## src/maxnet_cfg.svh

```systemverilog
`ifndef MAXNET_CFG_SVH
`define MAXNET_CFG_SVH

// Q16.16 fixed point for all lane values
`define MAXNET_FRAC_BITS 16

// lateral inhibition weight, 0.125 in Q16.16
`define MAXNET_EPSILON 32'h2000

`define MAXNET_MAX_ITER 200

`define MAXNET_ADDR_IN0    3'd0
`define MAXNET_ADDR_IN1    3'd1
`define MAXNET_ADDR_IN2    3'd2
`define MAXNET_ADDR_IN3    3'd3
`define MAXNET_ADDR_CTRL   3'd4
`define MAXNET_ADDR_STATUS 3'd5
`define MAXNET_ADDR_MAXVAL 3'd6
`define MAXNET_ADDR_INFO   3'd7

`endif

```

## src/maxnetPkg.sv

```systemverilog
`default_nettype none

package maxnetPkg;

    typedef logic signed [31:0] fixVal;
    typedef logic [1:0] laneIdx;
    typedef logic [7:0] iterCount;
    typedef logic [2:0] regAddr;
    typedef logic [31:0] wbData;

    typedef enum logic [1:0] {idle, load, iterate, finish} netState;

    typedef struct packed {
        fixVal lane0;
        fixVal lane1;
        fixVal lane2;
        fixVal lane3;
    } laneSet;

    // host to slave half of a Wishbone classic cycle
    typedef struct packed {
        logic cyc;
        logic stb;
        logic we;
        regAddr adr;
        wbData dat;
    } wbReq;

    typedef struct packed {
        logic ack;
        wbData dat;
    } wbRsp;

    typedef struct packed {
        laneIdx winner;
        fixVal maxValue;
        iterCount iterations;
        logic noWinner;
    } runResult;

endpackage

`default_nettype wire

```

## src/inhibitLane.sv

```systemverilog
`timescale 1ns/10ps
`default_nettype none

`include "maxnet_cfg.svh"

module inhibitLane
    import maxnetPkg::*;
(
    input  fixVal self,
    input  fixVal other0,
    input  fixVal other1,
    input  fixVal other2,
    output fixVal next
);

    localparam fixVal epsilon = `MAXNET_EPSILON;

    logic signed [63:0] sumWide;
    logic signed [63:0] product;
    logic signed [63:0] inhibit;
    logic signed [63:0] diff;

    // sign extend first so the three-way sum cannot wrap
    assign sumWide = 64'(other0) + 64'(other1) + 64'(other2);
    assign product = sumWide * 64'(epsilon);
    assign inhibit = product >>> `MAXNET_FRAC_BITS;
    assign diff = 64'(self) - inhibit;

    always_comb begin
        if (diff < 0) begin
            next = '0;
        end else if (diff > 64'sh7fff_ffff) begin
            // a large negative neighbour can push a positive lane past Q16.16 range
            next = 32'sh7fff_ffff;
        end else begin
            next = diff[31:0];
        end
    end

endmodule

`default_nettype wire

```

## src/maxnetRegDecode.sv

```systemverilog
`timescale 1ns/10ps
`default_nettype none

`include "maxnet_cfg.svh"

module maxnetRegDecode
    import maxnetPkg::*;
(
    input  wire logic clk,
    input  wire logic rstN,
    input  wbReq bus,
    output wbRsp busRsp,
    input  wire logic busy,
    input  wire logic done,
    input  wire logic limitHit,
    input  runResult result,
    output laneSet inputs,
    output logic startPulse
);

    logic ackQ;
    logic startQ;
    logic access;
    logic wrEn;
    wbData rdDataQ;
    wbData readMux;
    laneSet inRegs;

    // a new access is taken only while no ack is pending, so each stb
    // phase gives exactly one acknowledged transfer
    assign access = bus.cyc & bus.stb & ~ackQ;
    assign wrEn = access & bus.we;

    always_comb begin
        readMux = '0;
        case (bus.adr)
            `MAXNET_ADDR_IN0: readMux = inRegs.lane0;
            `MAXNET_ADDR_IN1: readMux = inRegs.lane1;
            `MAXNET_ADDR_IN2: readMux = inRegs.lane2;
            `MAXNET_ADDR_IN3: readMux = inRegs.lane3;
            `MAXNET_ADDR_STATUS: readMux = {28'd0, limitHit, result.noWinner, done, busy};
            `MAXNET_ADDR_MAXVAL: readMux = result.maxValue;
            `MAXNET_ADDR_INFO: readMux = {16'd0, result.iterations, 6'd0, result.winner};
            default: readMux = '0;
        endcase
    end

    always_ff @(posedge clk) begin
        if (!rstN) begin
            ackQ <= 1'b0;
            startQ <= 1'b0;
        end else begin
            ackQ <= access;
            // start is dropped while a run is active or already requested
            startQ <= wrEn && (bus.adr == `MAXNET_ADDR_CTRL) && bus.dat[0]
                      && !busy && !startQ;
        end
    end

    always_ff @(posedge clk) begin
        if (access && !bus.we) begin
            rdDataQ <= readMux;
        end
        if (wrEn) begin
            case (bus.adr)
                `MAXNET_ADDR_IN0: inRegs.lane0 <= bus.dat;
                `MAXNET_ADDR_IN1: inRegs.lane1 <= bus.dat;
                `MAXNET_ADDR_IN2: inRegs.lane2 <= bus.dat;
                `MAXNET_ADDR_IN3: inRegs.lane3 <= bus.dat;
                default: ;
            endcase
        end
    end

    assign busRsp = '{ack: ackQ, dat: rdDataQ};
    assign inputs = inRegs;
    assign startPulse = startQ;

    // the slave never acknowledges on its own
    ackNeedsStb: assert property (
        @(posedge clk) disable iff (!rstN)
        busRsp.ack |-> $past(bus.cyc && bus.stb)
    ) else $error("ack raised without a preceding strobe");

endmodule

`default_nettype wire

```

## src/maxnetIterate.sv

```systemverilog
`timescale 1ns/10ps
`default_nettype none

`include "maxnet_cfg.svh"

module maxnetIterate
    import maxnetPkg::*;
(
    input  wire logic clk,
    input  wire logic rstN,
    input  wire logic startPulse,
    input  laneSet inputs,
    output laneSet lanes,
    output logic busy,
    output logic runEnd,
    output iterCount iterations,
    output logic limitHit
);

    netState state;
    laneSet laneQ;
    laneSet laneNext;
    iterCount iterQ;
    logic limitQ;
    logic [2:0] liveCount;
    logic converged;
    logic atLimit;

    // every lane sees the other three as inhibitors
    inhibitLane lane0Inst (.self(laneQ.lane0), .other0(laneQ.lane1), .other1(laneQ.lane2),
                           .other2(laneQ.lane3), .next(laneNext.lane0));
    inhibitLane lane1Inst (.self(laneQ.lane1), .other0(laneQ.lane0), .other1(laneQ.lane2),
                           .other2(laneQ.lane3), .next(laneNext.lane1));
    inhibitLane lane2Inst (.self(laneQ.lane2), .other0(laneQ.lane0), .other1(laneQ.lane1),
                           .other2(laneQ.lane3), .next(laneNext.lane2));
    inhibitLane lane3Inst (.self(laneQ.lane3), .other0(laneQ.lane0), .other1(laneQ.lane1),
                           .other2(laneQ.lane2), .next(laneNext.lane3));

    assign liveCount = {2'd0, |laneNext.lane0} + {2'd0, |laneNext.lane1}
                     + {2'd0, |laneNext.lane2} + {2'd0, |laneNext.lane3};
    assign converged = (liveCount <= 3'd1);
    // this iteration brings the count up to the limit
    assign atLimit = (iterQ == 8'(`MAXNET_MAX_ITER - 1));

    always_ff @(posedge clk) begin
        if (!rstN) begin
            state <= idle;
            laneQ <= '0;
            iterQ <= '0;
            limitQ <= 1'b0;
        end else begin
            case (state)
                idle: begin
                    if (startPulse) begin
                        state <= load;
                    end
                end
                load: begin
                    laneQ <= inputs;
                    iterQ <= '0;
                    limitQ <= 1'b0;
                    state <= iterate;
                end
                iterate: begin
                    laneQ <= laneNext;
                    iterQ <= iterQ + 8'd1;
                    if (converged) begin
                        state <= finish;
                    end else if (atLimit) begin
                        limitQ <= 1'b1;
                        state <= finish;
                    end
                end
                finish: state <= idle;
                default: state <= idle;
            endcase
        end
    end

    assign lanes = laneQ;
    assign busy = (state != idle);
    assign runEnd = (state == finish);
    assign iterations = iterQ;
    assign limitHit = limitQ;

    iterBounded: assert property (
        @(posedge clk) disable iff (!rstN)
        iterations <= 8'(`MAXNET_MAX_ITER)
    ) else $error("iteration count passed the limit");

    endInsideRun: assert property (
        @(posedge clk) disable iff (!rstN)
        runEnd |-> busy && $past(busy)
    ) else $error("runEnd outside a busy run");

endmodule

`default_nettype wire

```

## src/winnerSelect.sv

```systemverilog
`timescale 1ns/10ps
`default_nettype none

`include "maxnet_cfg.svh"

module winnerSelect
    import maxnetPkg::*;
(
    input  wire logic clk,
    input  wire logic rstN,
    input  wire logic startPulse,
    input  laneSet inputs,
    input  laneSet lanes,
    input  wire logic runEnd,
    input  iterCount iterations,
    output runResult result,
    output logic done
);

    laneSet origQ;
    runResult resQ;
    logic doneQ;
    logic [3:0] liveBits;
    laneIdx winner;
    fixVal winnerOrig;

    assign liveBits = {|lanes.lane3, |lanes.lane2, |lanes.lane1, |lanes.lane0};

    // lowest index wins when several lanes survive
    always_comb begin
        winner = 2'd0;
        if (liveBits[0]) winner = 2'd0;
        else if (liveBits[1]) winner = 2'd1;
        else if (liveBits[2]) winner = 2'd2;
        else if (liveBits[3]) winner = 2'd3;
    end

    always_comb begin
        case (winner)
            2'd0: winnerOrig = origQ.lane0;
            2'd1: winnerOrig = origQ.lane1;
            2'd2: winnerOrig = origQ.lane2;
            default: winnerOrig = origQ.lane3;
        endcase
    end

    always_ff @(posedge clk) begin
        if (startPulse) begin
            origQ <= inputs;
        end
    end

    always_ff @(posedge clk) begin
        if (!rstN) begin
            resQ <= '0;
            doneQ <= 1'b0;
        end else if (startPulse) begin
            doneQ <= 1'b0;
        end else if (runEnd) begin
            resQ.winner <= winner;
            resQ.maxValue <= winnerOrig;
            resQ.iterations <= iterations;
            resQ.noWinner <= ~|liveBits;
            doneQ <= 1'b1;
        end
    end

    assign result = resQ;
    assign done = doneQ;

    singleSurvivor: assert property (
        @(posedge clk) disable iff (!rstN)
        (runEnd && iterations != 8'(`MAXNET_MAX_ITER)) |-> ($countones(liveBits) <= 1)
    ) else $error("run ended with several lanes alive below the limit");

endmodule

`default_nettype wire

```

## src/maxnetTop.sv

```systemverilog
`timescale 1ns/10ps
`default_nettype none

module maxnetTop
    import maxnetPkg::*;
(
    input  wire logic clk,
    input  wire logic rstN,
    input  wbReq bus,
    output wbRsp busRsp,
    output logic irq
);

    logic busy;
    logic limitHit;
    logic startPulse;
    logic runEnd;
    laneSet inputs;
    laneSet lanes;
    iterCount iterations;
    runResult result;

    maxnetRegDecode maxnetRegDecode_inst (
        .clk(clk),
        .rstN(rstN),
        .bus(bus),
        .busRsp(busRsp),
        .busy(busy),
        .done(irq),
        .limitHit(limitHit),
        .result(result),
        .inputs(inputs),
        .startPulse(startPulse)
    );

    maxnetIterate maxnetIterate_inst (
        .clk(clk),
        .rstN(rstN),
        .startPulse(startPulse),
        .inputs(inputs),
        .lanes(lanes),
        .busy(busy),
        .runEnd(runEnd),
        .iterations(iterations),
        .limitHit(limitHit)
    );

    // done doubles as the interrupt line
    winnerSelect winnerSelect_inst (
        .clk(clk),
        .rstN(rstN),
        .startPulse(startPulse),
        .inputs(inputs),
        .lanes(lanes),
        .runEnd(runEnd),
        .iterations(iterations),
        .result(result),
        .done(irq)
    );

endmodule

`default_nettype wire

```

## config.mk

```make
export PLATFORM = sky130hd
export DESIGN_NAME = maxnetTop
export DESIGN_NICKNAME = d
export VERILOG_FILES = /design/src/maxnetPkg.sv /design/src/inhibitLane.sv /design/src/maxnetRegDecode.sv /design/src/maxnetIterate.sv /design/src/winnerSelect.sv /design/src/maxnetTop.sv
export VERILOG_INCLUDE_DIRS = /design/src /design/src/src
export SDC_FILE = /design/constraint.sdc
export NUM_CORES = 1
export LEC_CHECK = 0
export ABC_AREA = 1
export CORE_MARGIN = 5
export CORE_UTILIZATION = 42
export DETAILED_ROUTE_END_ITERATION = 10
export DONT_BUFFER_PORTS = 1
export HOLD_SLACK_MARGIN = 0.06
export PLACE_DENSITY = 0.53
export REMOVE_ABC_BUFFERS = 1
export SETUP_SLACK_MARGIN = 0.4
export SYNTH_ARGS = -nofsm -noshare
export SYNTH_HDL_FRONTEND = slang
export SYNTH_SLANG_ARGS = --single-unit
```

## constraint.sdc

```tcl
create_clock -name clk -period 7.4 [get_ports clk]
set_input_delay 0.37 -clock clk [delete_from_list [all_inputs] [get_ports clk]]
set_output_delay 0.37 -clock clk [all_outputs]
set_load 0.02 [all_outputs]
```

### After elaboration in Yosys (flattened, before gate mapping)

Cells that the tools add are included.

| word-level totals | value |
|---|---|
| output and inout bits | 34 |
| flip-flop bits (word level) | 473 |
| word-level logic and storage cells | 124 |
| memory bits (writable) | 0 |
| bits in read-only memories | 0 |
| latch bits | 0 |
| bits of input ports | 40 |
| memories | 0 |

| cells by class | value |
|---|---|
| reductions and logical operators | 31 |
| add/subtract/negate cells | 15 |
| multipliers | 0 |
| mux-type cells | 23 |
| equality and inequality tests | 17 |
| div/mod/pow operators | 0 |
| $lt $le $gt $ge | 9 |
| shifts and indexed selects | 0 |
| bitwise logic cells | 6 |

Operators with widths:

| cell | number |
|---|---|
| two-way mux 32 bit | 8 |
| case mux 128 bit (2 select lines) | 1 |
| OR reduction 32 bit | 8 |
| case mux 32 bit (7 select lines) | 1 |
| adder 33 x 32 -> 34 bit | 4 |
| greater-than comparator 33 x 32 -> 1 bit (second input constant) | 4 |
| less-than comparator 33 x 1 -> 1 bit (second input constant) | 4 |
| subtractor 32 x 31 -> 33 bit | 4 |
| OR reduction 128 bit | 1 |
| adder 32 x 32 -> 33 bit | 3 |
| case mux 32 bit (3 select lines) | 1 |
| case mux 8 bit (2 select lines) | 1 |
| two-way mux 2 bit | 7 |
| == test 3 bit (second input constant) | 4 |
| AND reduction 2 bit | 6 |
| adder 8 x 1 -> 8 bit (second input constant) | 1 |
| == test 8 bit (second input constant) | 1 |
| case mux 2 bit (4 select lines) | 1 |
| adder 3 x 1 -> 3 bit | 2 |
| == test 2 bit (second input constant) | 3 |
| == test 3 x 2 -> 1 bit (second input constant) | 2 |
| logical AND 1 bit | 5 |
| == test 2 x 1 -> 1 bit (second input constant) | 2 |
| logical NOT 1 bit | 4 |
| other kinds (15) | 23 |

### Logic depth before layout (Yosys ltp)

Gate-level depths: netlist of run 1.

| depth | value |
|---|---|
| word-level depth | 13 |
| depth in mapped cells | 60 |
| mapped depth without buffers | 59 |

### Hierarchy

A second synthesis of run 1 with hierarchy kept.

| second synthesis, totals | value |
|---|---|
| cell total of the unflattened synthesis | 6,130 |
| area total of the unflattened synthesis | 42,423.2 um2 |

By module, submodules not included:

| module | sequential area each (um2) | cells an instance | times used | area an instance (um2) |
|---|---|---|---|---|
| inhibitLane at maxnetIterate_inst.lane1Inst ... | 0.0 | 939 | 2 | 5,436.5 |
| winnerSelect | 4,724.5 | 704 | 1 | 7,303.3 |
| maxnetIterate | 2,782.7 | 1,105 | 1 | 7,049.3 |
| maxnetRegDecode | 4,844.6 | 562 | 1 | 6,711.4 |
| inhibitLane at maxnetIterate_inst.lane3Inst | 0.0 | 944 | 1 | 5,263.8 |
| inhibitLane at maxnetIterate_inst.lane0Inst | 0.0 | 937 | 1 | 5,222.5 |

### Worst setup path after synthesis of run 1

No wires, ideal clock.

| timing | value |
|---|---|
| path kind | register to register |
| start | register maxnetIterate_inst.laneQ, in the netlist maxnetIterate_inst.lanes[66] |
| end | register maxnetIterate_inst.state[1] |
| clock period less this slack | 6,538 ps |
| cell stages (with the launch flop) | 50 |
| slack | 862 ps |
| library setup time | 115 ps |
| buffers on the path | 1 |
| required time | 7,285 ps |
| data arrival time | 6,423 ps |
| cells stage by stage | dfxtp_1 ha_1 a21oi_1 nand2_1 a21boi_1 o21bai_1 a31oi_1 o21ai_1 a21boi_1 o21ai_1 a21oi_1 o21ai_1 a21boi_1 xnor2_1 ha_1 nand2_1 inv_1 a221oi_1 (+14 left out) nand2_1 nand2_1 nand3_2 buf_4 nand3_1 nand2_1 nand2_1 nor2_1 nand2_1 nor2_1 nand2_1 ha_1 nand2_1 nand2_2 nand2_2 nand3_1 nand2_1 nor2_1 |

| on the way | value |
|---|---|
| word-level cells in the longest chain between the ends | 13 |
| elaborated cells between the ends (all ways) | 37 |
| classes of those cells | 12 x add/sub; 9 x order compare; 1 x eq/ne; 10 x mux; 5 x reduce/logical |

RTL lines:

| element | line | text |
|---|---|---|
| start: declaration | maxnetIterate.sv:21 | `laneSet laneQ;` |
| start signal: assignment | maxnetIterate.sv:59 | `laneQ <= inputs;` |
| start signal: assignment | maxnetIterate.sv:65 | `laneQ <= laneNext;` |
| adder 32 x 32 -> 33 bit | inhibitLane.sv:24 | `assign sumWide = 64'(other0) + 64'(other1) + 64'(other2);` |
| adder 33 x 32 -> 34 bit | inhibitLane.sv:24 |  |
| subtractor 32 x 31 -> 33 bit | inhibitLane.sv:27 | `assign diff = 64'(self) - inhibit;` |
| greater-than comparator 33 x 32 -> 1 bit | inhibitLane.sv:32 | `end else if (diff > 64'sh7fff_ffff) begin` |
| two-way mux 32 bit | inhibitLane.sv:32 |  |
| two-way mux 32 bit | inhibitLane.sv:30 | `if (diff < 0) begin` |
| OR reduction 32 bit | maxnetIterate.sv:39 | `assign liveCount = {2'd0, \|laneNext.lane0} + {2'd0, \|laneNext.lane1}` |
| adder 1 x 1 -> 2 bit | maxnetIterate.sv:39 |  |
| adder 3 x 1 -> 3 bit | maxnetIterate.sv:40 | `+ {2'd0, \|laneNext.lane2} + {2'd0, \|laneNext.lane3};` |
| adder 3 x 1 -> 3 bit (*) | maxnetIterate.sv:40 |  |
| <= comparator 3 x 1 -> 1 bit (*) | maxnetIterate.sv:41 | `assign converged = (liveCount <= 3'd1);` |
| two-way mux 2 bit or inequality test 3 x 1 -> 1 bit (tied branches) | n/a |  |
| case mux 2 bit (4 select lines) or AND reduction 2 bit (tied branches) | n/a |  |
| end signal: assignment | maxnetIterate.sv:55 | `state <= load;` |
| end signal: assignment | maxnetIterate.sv:68 | `state <= finish;` |
| end signal: assignment | maxnetIterate.sv:71 | `state <= finish;` |
| end: declaration | maxnetIterate.sv:20 | `netState state;` |

Every way passes the cells marked *; elsewhere a longest branch is shown, timed or not.
A chain may end at the register's enable or synchronous reset.

### Worst setup path in the final report of run 1

| timing | value |
|---|---|
| start | register maxnetIterate_inst.laneQ, in the netlist maxnetIterate_inst.lanes[50] |
| end | register maxnetIterate_inst.state[1] |

Same word-level chain as after synthesis.

==> results.json, run 1 <==
{
  "status": "finished clean",
  "synthArstFlopShare_pct": 0,
  "cts_inserted_buffers": 53,
  "worstRegToRegCells": 39,
  "use_met3_pct": 3.66,
  "place_inst": 5816,
  "worstSetupPathType": "register to register",
  "clock_sinks": 473,
  "ys_warn_count": 0,
  "dpl.hpwl_um": 113000,
  "finalHoldViolations": 0,
  "met1_usage_pct": 43.2,
  "grt_util_met2_pct": 50.0,
  "hold_depth": 3,
  "detail_route.wl_per_cell_um": 24.2,
  "layout-drive-gt1-share_pct": 20.9,
  "syn_avg_cell_area_um2": 8.02,
  "drc_errors": 0,
  "reg2reg_slack_ns": 0.24,
  "cp_slowest_cell": "fa_1",
  "worst_r2r_startpoint": "maxnetIterate_inst.lanes[50]$_SDFFE_PN0P_",
  "ys_seq_elements": 473,
  "portBuffers": 0,
  "syn2layout_area_growth_pct": 28.4,
  "cp_common_cell": "nand2_1",
  "clockBufferDepth": 3,
  "num_rows": 105,
  "num_vias": 34700,
  "tightestPinTransition_ns": 1.23,
  "gp_congestion": 0.992,
  "synthCells": 4360,
  "synth_top_area_share_pct": 24.7,
  "dieWidth_um": 299,
  "crit_path_start_kind": "register",
  "cp_slowest_stage_delay_ns": 0.44,
  "antenna_found_initial": 3,
  "synth-edff-count": 288,
  "ios": 74,
  "fin_crit_ns": 7.16,
  "fin_crit_sh_pct": 96.8,
  "diodes": 0,
  "placedInstanceArea_um2": 39900,
  "die_area_um2": 89100,
  "setup_tns_ns": 0,
  "design_area_um2": 44900,
  "synth_flop_cell": "edfxtp_1",
  "setup_viol": 0,
  "whs_ns": 0.0962,
  "netlist_area_um2": 35000,
  "drv_cap": 0,
  "yosysUniqueCellTypes": 60,
  "htreeDepth": 2,
  "die_h_um": 299,
  "nets": 5371,
  "slew_headroom_pct": 17.6,
  "track_usage_pct": 31.4,
  "grt_pass1_vias": 32300,
  "skew_ns": 0.0230,
  "gr-total-overflow": 0,
  "routed_wl_um": 147000,
  "ys_seq_area_share_pct": 35.3,
  "worstHoldStart": "rstN",
  "drt_iter0_drc": 3610,
  "clk_latency_ns": 0.63,
  "slew_viol_final": 0,
  "critPathCaptureType": "register",
  "detail-route-antenna-nets": 0,
  "fin_cells": 6086,
  "synth_top_area_cell": "edfxtp_1",
  "critical_path_required_ns": 7.91,
  "dr.pass1.iters": 7,
  "r2r-end": "maxnetIterate_inst.state[1]$_SDFFE_PN0P_",
  "cp.arrival_ns": 7.67,
  "min_delay_worst_endpoint": "maxnetIterate_inst.state[1]$_SDFFE_PN0P_",
  "synth_area_leaders": "edfxtp_1, dfxtp_1, ha_1",
  "grt.busiest_layer": "met2",
  "critPathMaxFanout": 25,
  "via_per_inst": 5.70,
  "cts_tree": "built",
  "max_freq_mhz": 140,
  "cts_root_buffer": "clkbuf_16",
  "grt_pass1_wl_um": 212000,
  "grt_max_degree": 69,
  "floorplan.initialDensity_pct": 42.4,
  "core_area_um2": 82400,
  "clk_pin_slew_ns": 0.06,
  "rsz0062_at_grt": "yes",
  "hp-class": "input port to register"
}
==> layout make-up <==
cell class	count	area [um^2]
Fill cell	7798	37500
Timing Repair Buffer	689	5830
Tap cell	1070	1340
Sequential cell	473	12400
Multi-Input combinational cell	3369	22200
Clock inverter	17	229
Inverter	386	1460
Clock buffer	82	1510
==> worst max-delay path by stage <==
stage / slack [ns] / to / from / cells past startpoint
global placement: -0.33 / maxnetIterate_inst.state[1]$_SDFFE_PN0P_ / maxnetIterate_inst.lanes[64]$_SDFFE_PN0P_ / 53
global route: -0.14 / maxnetIterate_inst.state[1]$_SDFFE_PN0P_ / maxnetIterate_inst.lanes[66]$_SDFFE_PN0P_ / 48
CTS: 0.26 / maxnetIterate_inst.state[1]$_SDFFE_PN0P_ / maxnetIterate_inst.lanes[66]$_SDFFE_PN0P_ / 51
floorplan: 0.63 / maxnetIterate_inst.state[1]$_SDFFE_PN0P_ / maxnetIterate_inst.lanes[66]$_SDFFE_PN0P_ / 48
detailed placement: -0.42 / maxnetIterate_inst.state[1]$_SDFFE_PN0P_ / maxnetIterate_inst.lanes[96]$_SDFFE_PN0P_ / 53
finish: 0.24 / maxnetIterate_inst.state[1]$_SDFFE_PN0P_ / maxnetIterate_inst.lanes[50]$_SDFFE_PN0P_ / 39
==> cells by family (layout without fill, tap and decap cells) <==
| kind of cell | Yosys count | count (layout) | synth area share [%] |
|---|---|---|---|
| AOI/OAI and AO/OA | 1057 | 1057 | 17.8 |
| and+or+nand+nor | 1696 | 1696 | 20.4 |
| adders and majority gates | 359 | 359 | 14.3 |
| DFF | 473 | 473 | 35.3 |
| buffers and inverters | 518 | 1174 | 5.78 |
| xor gates and xnor gates | 257 | 257 | 6.44 |
==> repair_timing <==
| item | in CTS | in global routing |
|---|---|---|
| setup buffers | 66 | 33 |
| endpoints found under the setup margin | 11 | 51 |
| pin swaps | 64 | 137 |
| cloned | 4 | 4 |
| hold endpoints to repair | 196 | 16 |
| hold buffers | 79 | 1 |
| resized for setup | 131 | 242 |
==> sequential cells by signal, summed over array words and instances (netlist names) <==
name	cells
winnerSelect_inst.done	1
maxnetIterate_inst.limitHit	1
winnerSelect_inst.origQ	128
maxnetIterate_inst.lanes	128
winnerSelect_inst.result	43
maxnetIterate_inst.iterations	8
maxnetRegDecode_inst.inputs	128
maxnetRegDecode_inst.startPulse	1
maxnetRegDecode_inst.ackQ	1
maxnetIterate_inst.state	2
maxnetRegDecode_inst.rdDataQ	32
==> synthesized netlist by cell type, types with 23 or more instances <==
library cell and n:
xnor2_1 130, nand2_2 25, a21oi_1 412, o22ai_1 39, edfxtp_1 288, nand4_1 37
nand2_1 892, o21ai_0 246, inv_1 380, fa_1 67, nor2_1 367, dfxtp_1 185
ha_1 292, clkbuf_1 101, nor4_1 37, xor2_1 127, nand3_1 260, a31oi_1 74
a221oi_1 23, nor3_1 44, o211ai_1 41, o21a_1 65
==> routing by layer <==
| metal | part of all wire, % | wire length (um) | vias to the layer above |
|---|---|---|---|
| met2 | 44 | 65200 | 1354 |
| met4 | 5.5 | 8060 | 0 |
| met1 | 44 | 64000 | 16600 |
| met3 | 6.7 | 9840 | 273 |
| met5 | 0 | 0 | - |
| li1 | - | - | 16400 |
==> through the flow <==
step                utilization, %  setup slack, ns
floorplan                        -            0.635
global placement              48.5           -0.333
detailed placement            48.5           -0.423
CTS                           53.0            0.256
global route                  54.5           -0.138
finish                        54.5            0.237
==> worst max-delay path, delay by kind of cell (launching register included) <==
kind                       cells  cell delay [ns]
DFF                            1             0.40
AOI/OAI and AO/OA              8             1.57
xor gates and xnor gates       1             0.21
and+or+nand+nor               21             2.40
buffers and inverters          4             0.69
adders and majority gates      5             1.73
==> cell usage in the layout, fill, tap and decap left out, types with 22 or more instances in the layout <==
| cell type | instances |
|---|---|
| o21ai_0 | 228 |
| nand3_1 | 238 |
| nor2_1 | 323 |
| dlygate4sd3_1 | 63 |
| buf_4 | 577 |
| ha_1 | 270 |
| nand2_1 | 822 |
| nor3_1 | 34 |
| a21oi_2 | 32 |
| clkbuf_16 | 57 |
| edfxtp_1 | 288 |
| inv_1 | 368 |
| a21oi_1 | 378 |
| xor2_1 | 122 |
| xnor2_1 | 122 |
| o211ai_1 | 41 |
| o21ai_1 | 24 |
| a31oi_1 | 69 |
| nor4_1 | 32 |
| o22ai_1 | 39 |
| nand4_1 | 37 |
| dfxtp_1 | 178 |
| fa_1 | 66 |
| nand3_2 | 24 |
| o21a_1 | 65 |
| clkbuf_1 | 22 |
| nand2_2 | 84 |
| nor2_2 | 34 |
Power of run 1 is not shown: default switching activity piles up to over one toggle a cycle in this logic, so the estimate is an artifact.
==> inputs of run 2 (changes only) <==
- CORE_MARGIN: 5 -> 1.5
- SETUP_SLACK_MARGIN: 0.4 -> 0.5
==> results.json, run 2 (synthesis results as in run 1) <==
{
  "crit_path_start": "maxnetIterate_inst.lanes[99]$_SDFFE_PN0P_",
  "track_usage_pct": 32.5,
  "grt_max_degree": 72,
  "num_rows": 105,
  "antenna_found_initial": 3,
  "cp_slowest_stage_delay_ns": 0.35,
  "finalHoldViolations": 0,
  "crit_path_start_kind": "register",
  "worstHoldStart": "bus[35]",
  "r2r-end": "maxnetIterate_inst.state[1]$_SDFFE_PN0P_",
  "grt_pass1_wl_um": 206000,
  "setup_tns_ns": -0.0194,
  "dpl.hpwl_um": 110000,
  "cts_tree": "built",
  "cts_root_buffer": "clkbuf_16",
  "setup_viol": 1,
  "cp.arrival_ns": 7.95,
  "status": "complete, but fails checks",
  "portBuffers": 0,
  "endpoint": "maxnetIterate_inst.state[1]$_SDFFE_PN0P_",
  "worst_r2r_startpoint": "maxnetIterate_inst.lanes[99]$_SDFFE_PN0P_",
  "layout-drive-gt1-share_pct": 19.1,
  "slew_headroom_pct": 19.5,
  "ios": 74,
  "drv_cap": 0,
  "drt_iter0_drc": 3202,
  "critPathCaptureType": "register",
  "syn2layout_area_growth_pct": 25.4,
  "violations": "negative setup slack",
  "detail-route-antenna-nets": 0,
  "die_h_um": 292,
  "critPathMaxFanout": 4,
  "grt_pass1_vias": 31300,
  "cp_slowest_cell": "ha_1",
  "path_depth": 48,
  "die_area_um2": 85000,
  "final_cell_mix": "nand2_1, buf_4, a21oi_1",
  "worstSetupPathType": "register to register",
  "critical_path_required_ns": 7.93,
  "placedInstanceArea_um2": 39600,
  "critical-path-top-delay-family": "compound AO/OA/AOI/OAI gates",
  "floorplan.initialDensity_pct": 42.5,
  "drc_errors": 0,
  "clk_pin_slew_ns": 0.07,
  "design_area_um2": 43900,
  "htreeDepth": 2,
  "max_freq_mhz": 135,
  "gp_congestion": 0.975,
  "num_vias": 33700,
  "dr.pass1.iters": 6,
  "slew_viol_final": 0,
  "setup_ws_ns": -0.0194,
  "gr-total-overflow": 0,
  "clock_sinks": 473,
  "dieWidth_um": 292,
  "fin_crit_ns": 7.42,
  "clk_latency_ns": 0.64,
  "skew_ns": 0.0246,
  "routed_wl_um": 143000,
  "reg2reg_slack_ns": -0.02,
  "tightestPinTransition_ns": 1.20,
  "final_common_cell": "nand2_1",
  "clockBufferDepth": 3,
  "detail_route.wl_per_cell_um": 23.8,
  "fillers": 7897,
  "nets": 5283,
  "fin_crit_sh_pct": 100,
  "via_per_inst": 5.61,
  "cp_common_cell": "nand2_1",
  "hp-class": "input port to register",
  "rsz0062_at_grt": "yes",
  "core_area_um2": 82200,
  "cts_inserted_buffers": 53,
  "worst-path-buf-inv": 8,
  "worstRegToRegCells": 48
}
-- run 2: cell count changes in the layout (fill, tap and decap cells not counted), moves of 9 or more --
cell	delta
buf_4	-54
nand2_2	-19
o21ai_0	+9
clkbuf_1	-10
dlygate4sd3_1	-25
nand2_1	+19
-- run 2: timing repair --
item	4_1_cts	5_1_grt
hold endpoints to repair	199	0
pin swaps	68	113
endpoints found under the setup margin	17	65
gates cloned	2	6
setup buffers	33	31
hold buffers	39	0
gates resized for setup	110	184
-- run 2: worst min-delay path by stage --
stage,to,cells after the start
6_report,maxnetRegDecode_inst.rdDataQ[2]$_DFFE_PP_,1
5_1_grt,maxnetIterate_inst.state[1]$_SDFFE_PN0P_,3
4_1_cts,maxnetIterate_inst.state[1]$_SDFFE_PN0P_,3
3_5_place_dp,winnerSelect_inst.origQ[118]$_DFFE_PP_,0
3_3_place_gp,winnerSelect_inst.origQ[38]$_DFFE_PP_,0
2_1_floorplan,winnerSelect_inst.origQ[0]$_DFFE_PP_,0
-- run 2: routing by layer --
layer,up-vias,part of all wire [%],global-route usage (%)
li1,16200,-,-
met4,2,4.5,12.7
met3,222,6.5,4.32
met5,-,0.013,0
met1,16000,44,43.9
met2,1164,45,52.8
-- run 2: area by class of cell --
class,instances,area [um^2],share of cell area (%)
Antenna cell,2,5.00,0.0114
Timing Repair Buffer,601,5040,11.5
Inverter,386,1460,3.32
Tap cell,1070,1340,3.05
Clock buffer,70,1450,3.31
Multi-Input combinational cell,3369,21900,49.8
Clock inverter,30,342,0.779
Sequential cell,473,12400,28.2
-- run 2: stage by stage --
step           setup slack [ns]  cells  utilization (%)  hold slack (ns)
6_report                -0.0194   6001             53.3            0.138
5_1_grt                  -0.321   5999             53.3            0.156
2_1_floorplan             0.635   4228                -            0.426
3_5_place_dp             -0.503   5788             48.2            0.433
4_1_cts                   0.114   5962             51.8            0.133
3_3_place_gp             -0.344   5788             48.2            0.429
Power of run 2 is left out for the same reason.
